### config.mk
export PLATFORM = sky130hd
export DESIGN_NAME = mouse_top
export DESIGN_NICKNAME = d
export VERILOG_FILES = /design/src/mouse_pkg.sv /design/src/ps2_cmd_if.sv /design/src/mouse_top.sv /design/src/wb_mouse_regs.sv /design/src/cursor_tracker.sv /design/src/mouse_ctrl.sv /design/src/ps2_host_rx.sv /design/src/ps2_host_tx.sv /design/src/ps2_line_filter.sv
export SDC_FILE = /design/constraint.sdc
export NUM_CORES = 1
export LEC_CHECK = 0
export BUFFER_PORTS_ARGS = -buffer_cell sky130_fd_sc_hd__buf_2
export CAP_MARGIN = 0
export CORE_ASPECT_RATIO = 1.5
export CORE_UTILIZATION = 60
export CTS_BUF_LIST = sky130_fd_sc_hd__clkbuf_16
export DETAILED_ROUTE_END_ITERATION = 6
export PLACE_DENSITY = 0.74
export SLEW_MARGIN = 5
export SYNTH_ARGS = -nofsm -noshare
export SYNTH_HDL_FRONTEND = slang
export SYNTH_SLANG_ARGS = --single-unit
### constraint.sdc
create_clock -name clk -period 3.1 [get_ports clk]
set_input_delay 0.155 -clock clk [delete_from_list [all_inputs] [get_ports clk]]
set_output_delay 0.155 -clock clk [all_outputs]
set_load 0.02 [all_outputs]
### src/mouse_pkg.sv
package mouse_pkg;

  localparam int POS_W = 16; // cursor coordinate width.

  typedef enum logic [2:0] {
    ST_RESET,
    ST_SEND_ENABLE,
    ST_WAIT_ACK,
    ST_BUTTON,
    ST_XMOVE,
    ST_YMOVE
  } ctrl_state_t;

  // only stream enable is sent to the mouse.
  typedef enum logic [7:0] {
    CMD_ENABLE_STREAM = 8'hF4
  } ps2_cmd_t;

  localparam logic [7:0] ACK_BYTE = 8'hFA;

  typedef struct packed {
    logic [2:0] buttons; // middle, right, left.
    logic       x_sign;
    logic       y_sign;
    logic [7:0] dx;
    logic [7:0] dy;
  } mouse_packet_t;

  typedef enum logic [1:0] {
    REG_STATUS = 2'd0,
    REG_POS_X  = 2'd1,
    REG_POS_Y  = 2'd2,
    REG_FLAGS  = 2'd3
  } reg_addr_t;

endpackage
### src/ps2_cmd_if.sv
`timescale 1ns/10ps

interface ps2_cmd_if import mouse_pkg::*; ();

  logic     start;    // one-cycle request, only while busy is low.
  ps2_cmd_t cmd;
  logic     busy;
  logic     done;     // one-cycle pulse at the end of the frame.
  logic     line_ack; // valid with done.

  modport ctrl_mp (
    output start, cmd,
    input  busy, done, line_ack
  );

  modport tx_mp (
    input  start, cmd,
    output busy, done, line_ack
  );

endinterface

### src/mouse_top.sv
`timescale 1ns/10ps

module mouse_top import mouse_pkg::*; #(
  parameter int X_MAX          = 410,
  parameter int Y_MAX          = 308,
  parameter int X_CENTRE       = 204,
  parameter int Y_CENTRE       = 153,
  parameter int INHIBIT_CYCLES = 10000,
  parameter int FILTER_LEN     = 8
) (
  input  logic             clk,
  input  logic             rst,
  input  logic             wb_cyc,
  input  logic             wb_stb,
  input  logic             wb_we,
  input  logic [1:0]       wb_adr,
  input  logic [POS_W-1:0] wb_dat_w,
  output logic [POS_W-1:0] wb_dat_r,
  output logic             wb_ack,
  input  logic             ps2_clk_in,
  input  logic             ps2_data_in,
  output logic             ps2_clk_pull,
  output logic             ps2_data_pull
);

  logic             clk_fall;
  logic             data_sync;
  logic [7:0]       rx_byte;
  logic             rx_valid;
  logic             rx_err;
  mouse_packet_t    pkt;
  logic             pkt_valid;
  logic             ready;
  logic             err_pulse;
  logic [2:0]       last_buttons;
  logic             load_x;
  logic             load_y;
  logic [POS_W-1:0] load_data;
  logic [POS_W-1:0] pos_x;
  logic [POS_W-1:0] pos_y;

  ps2_cmd_if cmd_bus ();

  ps2_line_filter #(.FILTER_LEN(FILTER_LEN)) line_filter_i (
    .clk(clk), .rst(rst), .clk_in(ps2_clk_in), .data_in(ps2_data_in),
    .clk_fall(clk_fall), .clk_rise(), .data_sync(data_sync)
  );

  ps2_host_tx #(.INHIBIT_CYCLES(INHIBIT_CYCLES)) host_tx_i (
    .clk(clk), .rst(rst), .clk_fall(clk_fall), .data_sync(data_sync),
    .cmd(cmd_bus.tx_mp), .clk_pull(ps2_clk_pull), .data_pull(ps2_data_pull)
  );

  // the receiver stays deaf to the host's own frame.
  ps2_host_rx host_rx_i (
    .clk(clk), .rst(rst), .clk_fall(clk_fall), .data_sync(data_sync),
    .enable(!cmd_bus.busy), .rx_byte(rx_byte), .rx_valid(rx_valid), .rx_err(rx_err)
  );

  mouse_ctrl ctrl_i (
    .clk(clk), .rst(rst), .cmd(cmd_bus.ctrl_mp), .rx_byte(rx_byte), .rx_valid(rx_valid),
    .rx_err(rx_err), .pkt(pkt), .pkt_valid(pkt_valid), .ready(ready),
    .err_pulse(err_pulse), .last_buttons(last_buttons)
  );

  cursor_tracker #(
    .X_MAX(X_MAX), .Y_MAX(Y_MAX), .X_CENTRE(X_CENTRE), .Y_CENTRE(Y_CENTRE)
  ) tracker_i (
    .clk(clk), .rst(rst), .pkt(pkt), .pkt_valid(pkt_valid), .load_x(load_x),
    .load_y(load_y), .load_data(load_data), .pos_x(pos_x), .pos_y(pos_y)
  );

  wb_mouse_regs regs_i (
    .clk(clk), .rst(rst), .cyc(wb_cyc), .stb(wb_stb), .we(wb_we), .adr(wb_adr),
    .dat_w(wb_dat_w), .dat_r(wb_dat_r), .ack(wb_ack), .pos_x(pos_x), .pos_y(pos_y),
    .buttons(last_buttons), .ready(ready), .err_pulse(err_pulse), .load_x(load_x),
    .load_y(load_y), .load_data(load_data)
  );

endmodule

### src/wb_mouse_regs.sv
`timescale 1ns/10ps

module wb_mouse_regs import mouse_pkg::*; (
  input  logic             clk,
  input  logic             rst,
  input  logic             cyc,
  input  logic             stb,
  input  logic             we,
  input  logic [1:0]       adr,
  input  logic [POS_W-1:0] dat_w,
  output logic [POS_W-1:0] dat_r,
  output logic             ack,
  input  logic [POS_W-1:0] pos_x,
  input  logic [POS_W-1:0] pos_y,
  input  logic [2:0]       buttons,
  input  logic             ready,
  input  logic             err_pulse,
  output logic             load_x,
  output logic             load_y,
  output logic [POS_W-1:0] load_data
);

  logic req;
  logic err_flag;

  assign req = cyc && stb && !ack; // one wait state, never two acks in a row.

  always_ff @(posedge clk or posedge rst) begin
    if (rst) begin
      ack      <= 1'b0;
      err_flag <= 1'b0;
    end else begin
      ack <= req;
      if (err_pulse) err_flag <= 1'b1;
      else if (req && !we && adr == REG_FLAGS) err_flag <= 1'b0;
    end
  end

  always_ff @(posedge clk) begin
    if (req) begin
      case (reg_addr_t'(adr))
        REG_STATUS: dat_r <= {{(POS_W-3){1'b0}}, buttons};
        REG_POS_X:  dat_r <= pos_x;
        REG_POS_Y:  dat_r <= pos_y;
        default:    dat_r <= {{(POS_W-2){1'b0}}, err_flag, ready};
      endcase
    end
  end

  // master still holds the write cycle while ack is high.
  assign load_x    = ack && we && (adr == REG_POS_X);
  assign load_y    = ack && we && (adr == REG_POS_Y);
  assign load_data = dat_w;

endmodule

### src/cursor_tracker.sv
`timescale 1ns/10ps

module cursor_tracker import mouse_pkg::*; #(
  parameter int X_MAX    = 410,
  parameter int Y_MAX    = 308,
  parameter int X_CENTRE = 204,
  parameter int Y_CENTRE = 153
) (
  input  logic             clk,
  input  logic             rst,
  input  mouse_packet_t    pkt,
  input  logic             pkt_valid,
  input  logic             load_x,
  input  logic             load_y,
  input  logic [POS_W-1:0] load_data,
  output logic [POS_W-1:0] pos_x,
  output logic [POS_W-1:0] pos_y
);

  localparam int SUM_W = POS_W + 2;

  logic signed [SUM_W-1:0] step_x;
  logic signed [SUM_W-1:0] step_y;
  logic signed [SUM_W-1:0] sum_x;
  logic signed [SUM_W-1:0] sum_y;

  function automatic logic [POS_W-1:0] clamp(input logic signed [SUM_W-1:0] v, input int max);
    if (v < 0) return '0;
    if (v >= max) return POS_W'(max);
    return v[POS_W-1:0];
  endfunction

  assign step_x = $signed({pkt.x_sign, pkt.dx});
  assign step_y = $signed({pkt.y_sign, pkt.dy});
  assign sum_x  = $signed({2'b00, pos_x}) + step_x;
  assign sum_y  = $signed({2'b00, pos_y}) - step_y; // mouse up moves toward row 0.

  always_ff @(posedge clk or posedge rst) begin
    if (rst) begin
      pos_x <= POS_W'(X_CENTRE);
      pos_y <= POS_W'(Y_CENTRE);
    end else begin
      if (load_x) pos_x <= clamp({2'b00, load_data}, X_MAX);
      else if (pkt_valid) pos_x <= clamp(sum_x, X_MAX);
      if (load_y) pos_y <= clamp({2'b00, load_data}, Y_MAX);
      else if (pkt_valid) pos_y <= clamp(sum_y, Y_MAX);
    end
  end

endmodule

### src/mouse_ctrl.sv
`timescale 1ns/10ps

module mouse_ctrl import mouse_pkg::*; (
  input  logic          clk,
  input  logic          rst,
  ps2_cmd_if.ctrl_mp    cmd,
  input  logic [7:0]    rx_byte,
  input  logic          rx_valid,
  input  logic          rx_err,
  output mouse_packet_t pkt,
  output logic          pkt_valid,
  output logic          ready,
  output logic          err_pulse,
  output logic [2:0]    last_buttons
);

  ctrl_state_t state;

  assign cmd.cmd = CMD_ENABLE_STREAM;

  always_ff @(posedge clk or posedge rst) begin
    if (rst) begin
      state        <= ST_RESET;
      cmd.start    <= 1'b0;
      pkt_valid    <= 1'b0;
      ready        <= 1'b0;
      err_pulse    <= 1'b0;
      last_buttons <= '0;
    end else begin
      cmd.start <= 1'b0;
      pkt_valid <= 1'b0;
      err_pulse <= rx_err;
      case (state)
        ST_RESET: begin
          if (!cmd.busy) begin
            cmd.start <= 1'b1;
            state     <= ST_SEND_ENABLE;
          end
        end
        ST_SEND_ENABLE: begin
          if (cmd.done) state <= cmd.line_ack ? ST_WAIT_ACK : ST_RESET; // no line ack, send again.
        end
        ST_WAIT_ACK: begin
          if (rx_valid && rx_byte == ACK_BYTE) begin
            ready <= 1'b1;
            state <= ST_BUTTON;
          end
        end
        ST_BUTTON: if (rx_valid) state <= ST_XMOVE;
        ST_XMOVE: begin
          if (rx_err) state <= ST_BUTTON;
          else if (rx_valid) state <= ST_YMOVE;
        end
        ST_YMOVE: begin
          if (rx_err) begin
            state <= ST_BUTTON;
          end else if (rx_valid) begin
            pkt_valid    <= 1'b1;
            last_buttons <= pkt.buttons;
            state        <= ST_BUTTON;
          end
        end
        default: state <= ST_RESET;
      endcase
    end
  end

  // first byte is {y ovf, x ovf, y sign, x sign, 1, middle, right, left}.
  always_ff @(posedge clk) begin
    if (rx_valid) begin
      case (state)
        ST_BUTTON: begin
          pkt.buttons <= rx_byte[2:0];
          pkt.x_sign  <= rx_byte[4];
          pkt.y_sign  <= rx_byte[5];
        end
        ST_XMOVE: pkt.dx <= rx_byte;
        ST_YMOVE: pkt.dy <= rx_byte;
        default: ;
      endcase
    end
  end

endmodule

### src/ps2_host_rx.sv
`timescale 1ns/10ps

module ps2_host_rx (
  input  logic       clk,
  input  logic       rst,
  input  logic       clk_fall,
  input  logic       data_sync,
  input  logic       enable,
  output logic [7:0] rx_byte,
  output logic       rx_valid,
  output logic       rx_err
);

  typedef enum logic {
    RX_IDLE,
    RX_FRAME
  } rx_state_t;

  rx_state_t   state;
  logic [3:0]  bit_cnt;
  logic [10:0] frame;
  logic [10:0] frame_next;
  logic        frame_ok;
  logic        start_seen;
  logic        last_bit;

  assign frame_next = {data_sync, frame[10:1]};
  assign start_seen = (state == RX_IDLE) && clk_fall && enable && !data_sync;
  assign last_bit   = (state == RX_FRAME) && clk_fall && (bit_cnt == 4'd10);

  // start low, odd parity over data and parity, stop high.
  assign frame_ok = !frame_next[0] && (^frame_next[9:1]) && frame_next[10];

  always_ff @(posedge clk or posedge rst) begin
    if (rst) begin
      state    <= RX_IDLE;
      bit_cnt  <= '0;
      rx_valid <= 1'b0;
      rx_err   <= 1'b0;
    end else begin
      rx_valid <= 1'b0;
      rx_err   <= 1'b0;
      if (start_seen) begin
        bit_cnt <= 4'd1;
        state   <= RX_FRAME;
      end else if (last_bit) begin
        rx_valid <= frame_ok;
        rx_err   <= !frame_ok;
        state    <= RX_IDLE;
      end else if (state == RX_FRAME && clk_fall) begin
        bit_cnt <= bit_cnt + 4'd1;
      end
    end
  end

  always_ff @(posedge clk) begin
    if (start_seen || (state == RX_FRAME && clk_fall)) frame <= frame_next;
    if (last_bit) rx_byte <= frame_next[8:1];
  end

endmodule

### src/ps2_host_tx.sv
`timescale 1ns/10ps

module ps2_host_tx #(
  parameter int INHIBIT_CYCLES = 10000
) (
  input  logic     clk,
  input  logic     rst,
  input  logic     clk_fall,
  input  logic     data_sync,
  ps2_cmd_if.tx_mp cmd,
  output logic     clk_pull,
  output logic     data_pull
);

  localparam int CNT_W = $clog2(INHIBIT_CYCLES + 1);

  typedef enum logic [2:0] {
    TX_IDLE,
    TX_INHIBIT,
    TX_START,
    TX_BITS,
    TX_PARITY,
    TX_STOP,
    TX_LINE_ACK
  } tx_state_t;

  tx_state_t        state;
  logic [CNT_W-1:0] hold_cnt;
  logic [2:0]       bit_cnt;
  logic [7:0]       shreg;
  logic             parity;
  logic             ack_bit;
  logic             accept;

  // the done cycle counts as idle, busy is already low there.
  assign accept = cmd.start && (state == TX_IDLE || state == TX_LINE_ACK);

  always_ff @(posedge clk or posedge rst) begin
    if (rst) begin
      state    <= TX_IDLE;
      hold_cnt <= '0;
      bit_cnt  <= '0;
      ack_bit  <= 1'b0;
    end else begin
      case (state)
        TX_IDLE, TX_LINE_ACK: begin
          hold_cnt <= CNT_W'(INHIBIT_CYCLES - 1);
          state    <= accept ? TX_INHIBIT : TX_IDLE;
        end
        TX_INHIBIT: begin
          if (hold_cnt == '0) state <= TX_START;
          else hold_cnt <= hold_cnt - 1'b1;
        end
        TX_START: begin
          bit_cnt <= '0;
          if (clk_fall) state <= TX_BITS; // first device clock, present bit 0.
        end
        TX_BITS: begin
          if (clk_fall) begin
            bit_cnt <= bit_cnt + 3'd1;
            if (bit_cnt == 3'd7) state <= TX_PARITY;
          end
        end
        TX_PARITY: if (clk_fall) state <= TX_STOP;
        TX_STOP: begin
          if (clk_fall) begin
            ack_bit <= ~data_sync; // device holds data low to acknowledge.
            state   <= TX_LINE_ACK;
          end
        end
        default: state <= TX_IDLE;
      endcase
    end
  end

  always_ff @(posedge clk) begin
    if (accept) begin
      shreg  <= cmd.cmd;
      parity <= ~^cmd.cmd;
    end else if (state == TX_BITS && clk_fall) begin
      shreg <= {1'b1, shreg[7:1]};
    end
  end

  always_comb begin
    case (state)
      TX_START:  data_pull = 1'b1;
      TX_BITS:   data_pull = ~shreg[0];
      TX_PARITY: data_pull = ~parity;
      default:   data_pull = 1'b0;
    endcase
  end

  assign clk_pull     = (state == TX_INHIBIT);
  assign cmd.busy     = (state != TX_IDLE) && (state != TX_LINE_ACK);
  assign cmd.done     = (state == TX_LINE_ACK);
  assign cmd.line_ack = ack_bit;

endmodule

### src/ps2_line_filter.sv
`timescale 1ns/10ps

module ps2_line_filter #(
  parameter int FILTER_LEN = 8
) (
  input  logic clk,
  input  logic rst,
  input  logic clk_in,
  input  logic data_in,
  output logic clk_fall,
  output logic clk_rise,
  output logic data_sync
);

  logic [1:0]              clk_meta;
  logic [1:0]              data_meta;
  logic [2*FILTER_LEN-1:0] clk_hist;

  // lines idle high, so everything resets to one.
  always_ff @(posedge clk or posedge rst) begin
    if (rst) begin
      clk_meta  <= 2'b11;
      data_meta <= 2'b11;
      clk_hist  <= '1;
    end else begin
      clk_meta  <= {clk_meta[0], clk_in};
      data_meta <= {data_meta[0], data_in};
      clk_hist  <= {clk_hist[2*FILTER_LEN-2:0], clk_meta[1]}; // newest sample in bit 0.
    end
  end

  assign clk_fall  = (clk_hist[2*FILTER_LEN-1:FILTER_LEN] == '1) &&
                     (clk_hist[FILTER_LEN-1:0] == '0);
  assign clk_rise  = (clk_hist[2*FILTER_LEN-1:FILTER_LEN] == '0) &&
                     (clk_hist[FILTER_LEN-1:0] == '1);
  assign data_sync = data_meta[1];

endmodule

* Yosys cells after proc, flatten, opt, wreduce, memory -nomap -nowiden
Cells that the tools add are included.
** Word-level totals
- Output and inout port bits :: 19
- Input bits :: 25
- Flip-flop bits (word level) :: 152
** Cells by class
- Multiplexer cells :: 74
- Add/sub/neg operators :: 5
- Magnitude comparators :: 6
- Reductions and logical operators :: 54
- Eq/ne operators :: 33
- Bitwise logic cells :: 4
** Operators with widths (number)
- two-way mux 16 bit :: 16
- case mux 16 bit (3 select lines) :: 1
- two-way mux 3 bit :: 15
- greater-or-equal comparator 18 x 10 -> 1 bit (second input constant) :: 2
- less-than comparator 18 x 1 -> 1 bit (second input constant) :: 2
- case mux 3 bit (6 select lines) :: 2
- greater-or-equal comparator 16 x 9 -> 1 bit (second input constant) :: 2
- two-way mux 1 bit :: 32
- case mux 14 bit (2 select lines) :: 1
- logical AND 1 bit :: 19
- adder 17 x 9 -> 18 bit :: 1
- == test 3 bit (second input constant) :: 6
- subtractor 17 x 9 -> 18 bit :: 1
- == test 8 bit (second input constant) :: 2
- inequality test 2 x 1 -> 1 bit (second input constant) :: 8
- AND reduction 2 bit :: 8
- zero test 14 bit :: 1
- two-way mux 14 bit :: 1
- nonzero test 2 bit :: 7
- subtractor 14 x 1 -> 14 bit (second input constant) :: 1
- == test 3 x 2 -> 1 bit (second input constant) :: 4
- two-way mux 4 bit :: 3
- AND reduction 6 bit :: 2
- inequality test 3 bit (second input constant) :: 3
- 20 further kinds :: 36

* Depth between registers and ports, before layout
Gate-level depths: netlist of the first run.
- Word-level depth :: 12
- Depth in mapped cells :: 11
- Gate-level depth less buffers :: 11

* Cells and area by module
A second synthesis of the first run with hierarchy kept.
** Second synthesis, totals
- Cells, all modules :: 805
- Area, all modules :: 8805.9 um^2
** By module, submodules not included
- cursor_tracker :: cells each 411, area each 3324.4 um^2, times used 1
- ps2_host_tx :: cells each 163, area each 1731.7 um^2, times used 1
- mouse_ctrl :: cells each 76, area each 1207.4 um^2, times used 1
- ps2_host_rx :: cells each 60, area each 982.2 um^2, times used 1
- wb_mouse_regs :: cells each 63, area each 933.4 um^2, times used 1
- ps2_line_filter :: cells each 31, area each 623.1 um^2, times used 1
- mouse_top :: cells each 1, area each 3.8 um^2, times used 1

* Worst setup path before layout of the first run
Ideal clock, no wire load.
- Path kind :: flip-flop to flip-flop
- From :: register ctrl_i.pkt[16] (netlist name)
- To :: register tracker_i.pos_y[0]
- Cell stages (with the launch flop) :: 11
- Slack :: 0.319 ns
- Period minus slack after synthesis :: 2.781 ns
- Arrival :: 2.676 ns
- Path through :: edfxtp_1 > inv_1 > ha_1 > a21oi_2 > o21ai_2 > a311o_1 > a211o_1 > and3_4 > nor4_4 > nand3_2 > o41ai_1
** On the way
- Word-level cells in the longest chain between the ends :: 10
** RTL lines
- subtractor 17 x 9 -> 18 bit * :: line cursor_tracker.sv:36 : assign sum_y = $signed({2'b00, pos_y}) - step_y;
- greater-or-equal comparator 18 x 10 -> 1 bit :: line cursor_tracker.sv:29 : if (v >= max) return POS_W'(max);
- two-way mux 1 bit (2 in series) :: line cursor_tracker.sv:29
- two-way mux 1 bit :: line cursor_tracker.sv:46 : else if (pkt_valid) pos_y <= clamp(sum_y, Y_MAX);
- two-way mux 1 bit :: line cursor_tracker.sv:45 : if (load_y) pos_y <= clamp({2'b00, load_data}, Y_MAX);
- two-way mux 16 bit :: line cursor_tracker.sv:30 : return v[POS_W-1:0];
- two-way mux 16 bit * :: line cursor_tracker.sv:29
- two-way mux 16 bit * :: line cursor_tracker.sv:46
- two-way mux 16 bit * :: line cursor_tracker.sv:45
- end signal: assignment :: line cursor_tracker.sv:41 : pos_y <= POS_W'(Y_CENTRE);
- end signal: assignment :: line cursor_tracker.sv:45
- end signal: assignment :: line cursor_tracker.sv:46
- end: declaration :: line cursor_tracker.sv:17 : output logic [POS_W-1:0] pos_y
Every way passes the cells marked *; elsewhere a longest branch is shown, timed or not. The select of a mux whose other input is x is not followed.
A chain may end at the register's enable or synchronous reset.

* Worst setup path in the final report of the first run
- From :: register tracker_i.pos_y[1]
- To :: register tracker_i.pos_y[6]
** On the way
- Word-level cells in the longest chain between the ends :: 10
** RTL lines (line)
- subtractor 17 x 9 -> 18 bit * :: cursor_tracker.sv:36
- greater-or-equal comparator 18 x 10 -> 1 bit :: cursor_tracker.sv:29
- two-way mux 1 bit (2 in series) :: cursor_tracker.sv:29
- two-way mux 1 bit :: cursor_tracker.sv:46
- two-way mux 1 bit :: cursor_tracker.sv:45
- two-way mux 16 bit :: cursor_tracker.sv:30
- two-way mux 16 bit * :: cursor_tracker.sv:29
- two-way mux 16 bit * :: cursor_tracker.sv:46
- two-way mux 16 bit * :: cursor_tracker.sv:45
Marks and branches as above.

==> impl_metrics.env, run 1 <==
export IMPL_insertion_delay_ns=0.42
export IMPL_synth_edf_count=55
export IMPL_hold_start="wb_dat_w[0]"
export IMPL_drt_wl_total_microns=19100
export IMPL_worst_setup_path_end_kind="flip-flop"
export IMPL_drive_above_1_share=0.229
export IMPL_drv_cap=0
export IMPL_fin_skew_ns=0.00601
export IMPL_hold_depth=3
export IMPL_power_leakage_nw=3.96
export IMPL_finalSetupViolCount=0
export IMPL_hp_class="input port to flip-flop"
export IMPL_cts_tree="yes"
export IMPL_drcViolationCount=0
export IMPL_ys_seq_area_frac=0.504
export IMPL_grt_max_degree=52
export IMPL_drtPass1Iterations=5
export IMPL_gp_congestion=0.894
export IMPL_ys_types=82
export IMPL_dieArea_sq_um=13900
export IMPL_reg2reg_to="tracker_i.pos_y[6]"
export IMPL_nets=886
export IMPL_ir_worst_vdd_uv=435
export IMPL_syn_cell_area_sq_um=8080
export IMPL_intPower_mw=3.52
export IMPL_hold_path_endpoint="tracker_i.pos_y[0]"
export IMPL_path_cells="ha_1, nor2b_1, o2111ai_1, a21oi_1, a211o_1, and3_4, nor4_4, nand3_2, o41ai_2"
export IMPL_p_comb_frac=0.106
export IMPL_synth_top_area_share=0.204
export IMPL_dieHeight_microns=144
export IMPL_rrSetupSlack_ns=0.15
export IMPL_async_flop_share=0.609
export IMPL_core_sq_um=13100
export IMPL_switching_share=0.270
export IMPL_arrival_ns=3.26
export IMPL_slowest_stage="dfrtp_1"
export IMPL_fmax_mhz=339
export IMPL_grt_pass1_wl_microns=30800
export IMPL_grt_antenna_before_repair=0
export IMPL_powerDensity_nw_per_um2=511
export IMPL_stdcell_count=993
export IMPL_ctsLongestPathBuffers=2
export IMPL_grt_ovfl_total=0
export IMPL_cts_buffers=17
export IMPL_yosysWarnings=0
export IMPL_slew_headroom=0.311
export IMPL_track_usage=0.284
export IMPL_port_buffers=43
export IMPL_startpoint_type="flip-flop"
export IMPL_period_needed_ns=2.95
export IMPL_synth_top_cells_by_area="edfxtp_1 (20%), dfrtp_1 (20%), dfstp_2 (9.1%)"
export IMPL_critPathKind="flip-flop to flip-flop"
export IMPL_yosysTopAreaCell="edfxtp_1"
export IMPL_grt_pass1_vias=6267
export IMPL_critPathMaxStageDelay_ns=0.45
export IMPL_path_clk_slew_ns=0.07
export IMPL_cts_root_buffer="clkbuf_16"
export IMPL_critical_path_max_fanout=5
export IMPL_wire_per_inst_microns=19.2
export IMPL_seqPwrFrac=0.454
export IMPL_routed_via_density=6.32
export IMPL_start_util=0.618
export IMPL_ys_ff_latch=151
export IMPL_p_clk_frac=0.440
export IMPL_post_synth_cell_area_avg_sq_um=10.9
export IMPL_worstMarginPinSlew_ns=1.03
export IMPL_numClockSinks=151
export IMPL_syn_num_nets=810
export IMPL_layout_worst_path_cycle_share=0.952
export IMPL_antenna_left=0
export IMPL_synthCells=744
export IMPL_synth_flop_cell="dfrtp_1"
export IMPL_power_mw=4.82
export IMPL_cts_max_level=4
export IMPL_crit_required_ns=3.41
export IMPL_via_count=6273
export IMPL_hold_violations=0
export IMPL_drtIter0Drc=412
export IMPL_finalMaxSlewViolations=0
export IMPL_rows=51
export IMPL_reg2reg_from="tracker_i.pos_y[1]"
export IMPL_status="completed"
export IMPL_dp_cells=949
export IMPL_die_w_microns=96.8
export IMPL_io_pins=44
export IMPL_dp_hpwl_microns=14000
export IMPL_area_growth_synth_to_final_pct=16.7
export IMPL_rr_worst_depth=9
export IMPL_switchingPower_mw=1.30
cell usage after synthesis (6+ instances only):
cell / instances
clkbuf_1: 13
a21oi_1: 47
ha_1: 39
a22o_1: 19
inv_1: 33
nand2b_1: 13
nor3_1: 19
a31oi_1: 14
xor2_1: 12
xnor2_1: 26
nand3_1: 21
and2_1: 18
dfstp_2: 28
nand2_1: 51
nor2_1: 49
and3_1: 7
o211ai_1: 8
mux2i_1: 7
a22oi_1: 13
a21o_1: 10
o21ai_0: 38
edfxtp_1: 55
dfrtp_1: 64
nor4_1: 6
power groups by stage:
| stage | Sequential, mW | Clock, mW | Combinational, mW |
|---|---|---|---|
| after floorplan | 2.21 | 0 | 0.335 |
| after global placement | 2.23 | 0 | 0.465 |
| after detailed placement | 2.23 | 0 | 0.475 |
| after CTS | 2.19 | 2.15 | 0.482 |
| after global routing | 2.19 | 2.25 | 0.556 |
| final | 2.19 | 2.12 | 0.509 |
repair_timing:
item | CTS | global route
buffers inserted | 0 | 8
gates resized for setup | 0 | 26
setup endpoints to repair | 0 | 13
hold endpoints to repair | 42 | 0
hold buffers | 3 | 0
cell type report:
class	instances	area [sq um]
clock inverters	15	200
flip-flops and latches	151	4070
diodes	1	2.50
well taps	159	199
multi-input cells	544	3940
clock buffers	17	425
repair buffers	73	460
inverters	33	128
fillers	878	3650
kinds of logic after synthesis:
group,count (synthesis),share of synthesized area
AO/OA/AOI/OAI,217,0.189
multiplexers,13,0.0198
flip-flops,151,0.504
AND/OR/NAND/NOR,234,0.156
adder cells (fa/ha/maj),41,0.0653
XOR/XNOR,39,0.0432
buffers and inverters,49,0.0235
registers in the layout (all words and copies together), names as in the netlist, 2 cells and up:
register / cells
ctrl_i.last_buttons: 3
ctrl_i.pkt: 21
ctrl_i.state: 3
host_rx_i.bit_cnt: 4
host_rx_i.frame: 10
host_rx_i.rx_byte: 8
host_tx_i.bit_cnt: 3
host_tx_i.hold_cnt: 14
host_tx_i.shreg: 4
host_tx_i.state: 3
line_filter_i.clk_hist: 16
line_filter_i.clk_meta: 2
line_filter_i.data_meta: 2
regs_i.dat_r: 16
tracker_i.pos_x: 16
tracker_i.pos_y: 16
worst max-delay path, delay by kind of cell, from the launching register on:
| kind | cells | cell delay (ns) |
|---|---|---|
| AND/OR/NAND/NOR | 4 | 0.85 |
| adder cells (fa/ha/maj) | 1 | 0.32 |
| flip-flops | 1 | 0.45 |
| AO/OA/AOI/OAI | 4 | 1.23 |
per-stage QoR:
step	area (sq um)	util	hold WS, ns	worst slack, ns	TNS [ns]
6_report	9430	0.721	0.0380	0.149	0
5_1_grt	9420	0.720	0.0389	-0.0106	-0.0106
2_1_floorplan	8080	-	0.159	0.319	0
3_3_place_gp	8580	0.656	0.262	0.177	0
3_5_place_dp	8580	0.656	0.264	0.0630	0
4_1_cts	9240	0.706	0.0450	0.0335	0
layer usage:
| layer | track usage | vias up | wire length (microns) |
|---|---|---|---|
| met4 | 0.130 | 0 | 529 |
| met5 | 0 | - | 0 |
| met1 | 0.324 | 3056 | 7490 |
| met2 | 0.524 | 230 | 10100 |
| met3 | 0.0411 | 42 | 948 |
| li1 | - | 2945 | - |
worst max path at each step:
| stage | start | to | slack, ns | depth (start not counted) |
|---|---|---|---|---|
| global route | ctrl_i.pkt[2] | tracker_i.pos_y[6] | -0.01 | 10 |
| detailed placement | ctrl_i.pkt[16] | tracker_i.pos_y[0] | 0.06 | 10 |
| global placement | ctrl_i.pkt[17] | tracker_i.pos_x[0] | 0.18 | 10 |
| floorplan | ctrl_i.pkt[16] | tracker_i.pos_y[0] | 0.32 | 10 |
| finish | tracker_i.pos_y[1] | tracker_i.pos_y[6] | 0.15 | 9 |
| CTS | ctrl_i.pkt[16] | tracker_i.pos_y[0] | 0.03 | 10 |
cells in the final DEF (no fill, tap or decap), drive strengths merged, types with 22 or more instances in the layout:
cell type	n
nand3	22
a21oi	50
nor2	49
dfrtp	64
edfxtp	55
inv	41
dfstp	28
buf	70
xnor2	27
nand2	51
o21ai	44
ha	39
(Power assumes the default switching activity.)
==> inputs of run 2 (changes only) <==
==> constraint.sdc (replaced) <==
create_clock -name clk -period 3.3 [get_ports clk]
set_input_delay 0.165 -clock clk [delete_from_list [all_inputs] [get_ports clk]]
set_output_delay 0.165 -clock clk [all_outputs]
set_load 0.02 [all_outputs]
==> impl_metrics.env, run 2 (synthesis gave the netlist of run 1 again) <==
export IMPL_dieHeight_microns=144
export IMPL_layout_common_cells="dfrtp_1 (64), edfxtp_1 (55), nand2_1 (51)"
export IMPL_intPower_mw=3.25
export IMPL_grt_pass1_wl_microns=30800
export IMPL_dp_hpwl_microns=14100
export IMPL_postLayoutSetupSlackWorst_ns=0.195
export IMPL_final_common_cell="dfrtp_1"
export IMPL_reg2reg_to="tracker_i.pos_y[1]"
export IMPL_drtIter0Drc=356
export IMPL_place_ws_ns=0.241
export IMPL_rrSetupSlack_ns=0.19
export IMPL_largest_register_ffs=21
export IMPL_antenna_left=0
export IMPL_io_pins=44
export IMPL_cts_max_level=4
export IMPL_p_comb_frac=0.100
export IMPL_critPathKind="flip-flop to flip-flop"
export IMPL_filler_cell_count=937
export IMPL_ctsLongestPathBuffers=2
export IMPL_crit_required_ns=3.59
export IMPL_gp_congestion=0.902
export IMPL_critPathLaunch="tracker_i.pos_y[0]"
export IMPL_violations="negative hold slack"
export IMPL_switching_share=0.272
export IMPL_drive_above_1_share=0.190
export IMPL_reg2reg_from="tracker_i.pos_y[0]"
export IMPL_grt_antenna_before_repair=1
export IMPL_insertion_delay_ns=0.42
export IMPL_numClockSinks=151
export IMPL_switchingPower_mw=1.22
export IMPL_nets=869
export IMPL_track_usage=0.281
export IMPL_grt_ovfl_total=0
export IMPL_worst_setup_path_end_kind="flip-flop"
export IMPL_wire_per_inst_microns=19.3
export IMPL_top_register="ctrl_i.pkt"
export IMPL_worstMarginPinSlew_ns=1.09
export IMPL_setup_tns_ns=0
export IMPL_grt_max_degree=59
export IMPL_rows=51
export IMPL_start_util=0.618
export IMPL_cts_root_buffer="clkbuf_16"
export IMPL_stdcell_area_sq_um=9150
export IMPL_rr_worst_depth=11
export IMPL_fmax_mhz=322
export IMPL_fin_util=0.700
export IMPL_arrival_ns=3.40
export IMPL_placement_cell_area_sq_um=8500
export IMPL_drtPass1Iterations=5
export IMPL_path_clk_slew_ns=0.07
export IMPL_fin_skew_ns=0.0129
export IMPL_dp_cells=940
export IMPL_status="finished, violations left"
export IMPL_power_leakage_nw=3.84
export IMPL_slew_headroom=0.272
export IMPL_powerDensity_nw_per_um2=488
export IMPL_die_w_microns=96.8
export IMPL_drcViolationCount=0
export IMPL_drv_cap=0
export IMPL_ctsResizeCount=0
export IMPL_port_buffers=43
export IMPL_core_sq_um=13100
export IMPL_dieArea_sq_um=13900
export IMPL_layout_worst_path_cycle_share=0.941
export IMPL_cts_buffers=17
export IMPL_hold_ws_ns=-0.0241
export IMPL_area_growth_synth_to_final_pct=13.3
export IMPL_startpoint_type="flip-flop"
export IMPL_via_count=6226
export IMPL_stdcell_count=975
export IMPL_seqPwrFrac=0.460
export IMPL_ir_worst_vdd_uv=368
export IMPL_rsz0062_at_grt="yes"
export IMPL_finalMaxSlewViolations=0
export IMPL_drt_wl_total_microns=18800
export IMPL_critical_path_max_fanout=5
export IMPL_n_antenna_cell=0
export IMPL_hold_violations=25
export IMPL_grt_pass1_vias=6109
export IMPL_period_needed_ns=3.11
export IMPL_finalSetupViolCount=0
export IMPL_cts_tree="yes"
export IMPL_p_clk_frac=0.439
export IMPL_hp_class="input port to asynchronous set/reset pin"
export IMPL_routed_via_density=6.39
[run 2: timing repair]
action,in CTS,in global routing
setup endpoints to repair,0,2
hold buffers,2,0
buffers inserted,0,1
endpoints found under the hold margin,2,0
[run 2: critical path, cell delays in order (launching register included)]
cell	delay, ns
dfstp_2	0.55
inv_1	0.05
ha_1	0.22
fa_1	0.46
nor2b_1	0.16
o211ai_1	0.13
a21oi_2	0.28
o21a_1	0.16
a31oi_1	0.11
nor4_4	0.31
nand3_2	0.18
o41ai_1	0.37
[run 2: worst max-delay path by stage]
stage / end / slack [ns]
6_report: tracker_i.pos_y[1] / 0.19
5_1_grt: tracker_i.pos_y[0] / -0.01
4_1_cts: tracker_i.pos_y[1] / 0.20
3_5_place_dp: tracker_i.pos_y[1] / 0.24
3_3_place_gp: tracker_i.pos_y[0] / 0.34
2_1_floorplan: tracker_i.pos_y[0] / 0.52
[run 2: power by group through the flow]
stage	logic, mW	clock network, mW	registers (mW)
3_5_place_dp	0.439	0	2.09
3_3_place_gp	0.424	0	2.09
5_1_grt	0.495	2.06	2.06
4_1_cts	0.444	1.99	2.06
6_report	0.449	1.96	2.06
2_1_floorplan	0.315	0	2.08
[run 2: cell type report]
class                           instances  area, sq um  area share
Sequential cell                       151         4070       0.445
Inverter                               33          125      0.0137
Multi-Input combinational cell        544         3820       0.417
Tap cell                              159          199      0.0217
Timing Repair Buffer                   56          318      0.0347
Clock inverter                         14          171      0.0187
Clock buffer                           18          450      0.0492
[run 2: through the flow]
step	power (mW)	hold WS (ns)
after global routing	4.62	0.0442
after global placement	2.52	0.271
after CTS	4.49	0.00972
final	4.47	-0.0241
after floorplan	2.39	0.169
after detailed placement	2.53	0.271
[run 2: metal layers]
layer,vias to the layer above,global-route usage,share of wire
li1,2911,-,-
met1,3042,0.334,0.41
met2,231,0.504,0.52
met3,42,0.0430,0.046
met4,0,0.123,0.026
met5,-,0,0
==> inputs of run 3 (changes only) <==
--- a/config.mk
+++ b/config.mk
@@ -12,7 +12,9 @@
 export CTS_BUF_LIST = sky130_fd_sc_hd__clkbuf_16
 export DETAILED_ROUTE_END_ITERATION = 6
 export PLACE_DENSITY = 0.74
+export REMOVE_ABC_BUFFERS = 1
 export SLEW_MARGIN = 5
 export SYNTH_ARGS = -nofsm -noshare
 export SYNTH_HDL_FRONTEND = slang
 export SYNTH_SLANG_ARGS = --single-unit
+export TNS_END_PERCENT = 30
==> constraint.sdc (replaced) <==
create_clock -name clk -period 3.1 [get_ports clk]
set_input_delay 0.155 -clock clk [delete_from_list [all_inputs] [get_ports clk]]
set_output_delay 0.155 -clock clk [all_outputs]
set_load 0.02 [all_outputs]
==> impl_metrics.env, run 3 (synthesis gave the netlist of run 1 again) <==
export IMPL_place_ws_ns=0.00736
export IMPL_slew_headroom=0.400
export IMPL_path_cells="ha_1, a21o_1, a31oi_2, a21oi_1, a211o_1, and3_4, nor4_4, nand3_2, o41ai_2"
export IMPL_track_usage=0.277
export IMPL_io_pins=44
export IMPL_powerDensity_nw_per_um2=510
export IMPL_critPathKind="flip-flop to flip-flop"
export IMPL_dieArea_sq_um=13900
export IMPL_hp_class="input port to flip-flop"
export IMPL_ir_worst_vdd_uv=398
export IMPL_finalSetupViolCount=0
export IMPL_port_buffers=43
export IMPL_startpoint_type="flip-flop"
export IMPL_placement_cell_area_sq_um=8590
export IMPL_cts_tree="yes"
export IMPL_critical_path_max_fanout=5
export IMPL_worst_setup_path_end_kind="flip-flop"
export IMPL_path_delay_family="compound AO/OA/AOI/OAI gates"
export IMPL_nets=881
export IMPL_dp_cells=951
export IMPL_drtIter0Drc=380
export IMPL_drive_above_1_share=0.214
export IMPL_cts_buffers=17
export IMPL_setup_tns_ns=0
export IMPL_grt_pass1_wl_microns=29900
export IMPL_rsz0062_at_grt="yes"
export IMPL_final_common_cell="dfrtp_1"
export IMPL_critPathMaxStageDelay_ns=0.58
export IMPL_path_clk_slew_ns=0.07
export IMPL_grt_antenna_before_repair=1
export IMPL_dieHeight_microns=144
export IMPL_layout_common_cells="dfrtp_1 (64), edfxtp_1 (55), nand2_1 (51)"
export IMPL_arrival_ns=3.33
export IMPL_dp_hpwl_microns=14000
export IMPL_period_needed_ns=3.00
export IMPL_stdcell_area_sq_um=9280
export IMPL_drtPass1Iterations=5
export IMPL_status="completed"
export IMPL_area_growth_synth_to_final_pct=14.8
export IMPL_start_util=0.618
export IMPL_ctsLongestPathBuffers=2
export IMPL_slowest_stage="dfstp_2"
export IMPL_fmax_mhz=334
export IMPL_worstMarginPinSlew_ns=0.900
export IMPL_numClockSinks=151
export IMPL_postLayoutSetupSlackWorst_ns=0.104
export IMPL_largest_register_ffs=21
export IMPL_wire_per_inst_microns=19.1
export IMPL_fin_skew_ns=0.00864
export IMPL_drcViolationCount=0
export IMPL_gp_congestion=0.944
export IMPL_grt_max_degree=51
export IMPL_top_register="ctrl_i.pkt"
export IMPL_via_count=6167
export IMPL_n_antenna_cell=0
export IMPL_drt_wl_total_microns=18800
export IMPL_drv_cap=0
export IMPL_antenna_left=0
export IMPL_core_sq_um=13100
export IMPL_crit_required_ns=3.43
export IMPL_path_buf_inv=0
export IMPL_hold_violations=0
export IMPL_grt_pass1_vias=5944
export IMPL_finalMaxSlewViolations=0
export IMPL_stdcell_count=987
export IMPL_grt_ovfl_total=0
export IMPL_die_w_microns=96.8
export IMPL_cts_root_buffer="clkbuf_16"
export IMPL_rows=51
export IMPL_fin_util=0.709
export IMPL_power_leakage_nw=3.91
export IMPL_insertion_delay_ns=0.43
export IMPL_layout_worst_path_cycle_share=0.967
export IMPL_cts_max_level=4
export IMPL_routed_via_density=6.25
-- run 3: where the power goes --
group / leakage [nW] / switching (mW) / internal [mW]
registers: 1.68 / 0.0576 / 2.13
logic: 1.94 / 0.294 / 0.199
clock network: 0.293 / 0.961 / 1.09
total: 3.91 / 1.31 / 3.42
-- run 3: repair_timing --
| action | 4_1_cts | 5_1_grt |
|---|---|---|
| endpoints found under the setup margin | 0 | 16 |
| resized for setup | 0 | 11 |
| setup buffers | 0 | 1 |
| hold endpoints to repair | 44 | 0 |
| hold buffers | 3 | 0 |
-- run 3: path summary, 6_finish.rpt --
check	from	endpoint	slack [ns]	depth (start not counted)
max in group asynchronous	rst	tracker_i.pos_y[7]	1.72	4
max reg2reg	tracker_i.pos_y[4]	tracker_i.pos_y[3]	0.10	9
min in group asynchronous	rst	host_rx_i.bit_cnt[3]	0.42	3
min reg2reg	line_filter_i.data_meta[0]	line_filter_i.data_meta[1]	0.36	0
min	wb_dat_w[0]	tracker_i.pos_y[0]	0.05	3
max	tracker_i.pos_y[4]	tracker_i.pos_y[3]	0.10	9
-- run 3: through the flow --
stage | hold WS [ns] | total power [mW]
CTS | 0.0305 | 4.75
global route | 0.0442 | 4.90
global placement | 0.263 | 2.69
detailed placement | 0.261 | 2.70
finish | 0.0533 | 4.74
floorplan | 0.159 | 2.54
-- run 3: worst reg2reg max path: stages, from the launching register on --
cell and delay (ns):
dfstp_2 0.58, ha_1 0.31, a21o_1 0.23, a31oi_2 0.22
a21oi_1 0.14, a211o_1 0.39, and3_4 0.21, nor4_4 0.29
nand3_2 0.20, o41ai_2 0.34
-- run 3: cell type report --
cell class              count  area, sq um
inverters                  33          125
repair buffers             68          410
clock buffers              17          425
fillers                   974         3800
clock inverters            15          175
flip-flops and latches    151         4070
multi-input cells         544         3870
well taps                 159          199
-- run 3: metal layers --
| layer | global-route usage | routed length [microns] | share of wire | vias up |
|---|---|---|---|---|
| met5 | 0 | 11 | 0.00058 | - |
| met4 | 0.108 | 448 | 0.024 | 2 |
| met3 | 0.0512 | 955 | 0.051 | 40 |
| met2 | 0.506 | 10000 | 0.53 | 207 |
| met1 | 0.322 | 7420 | 0.39 | 2984 |
| li1 | - | - | - | 2934 |
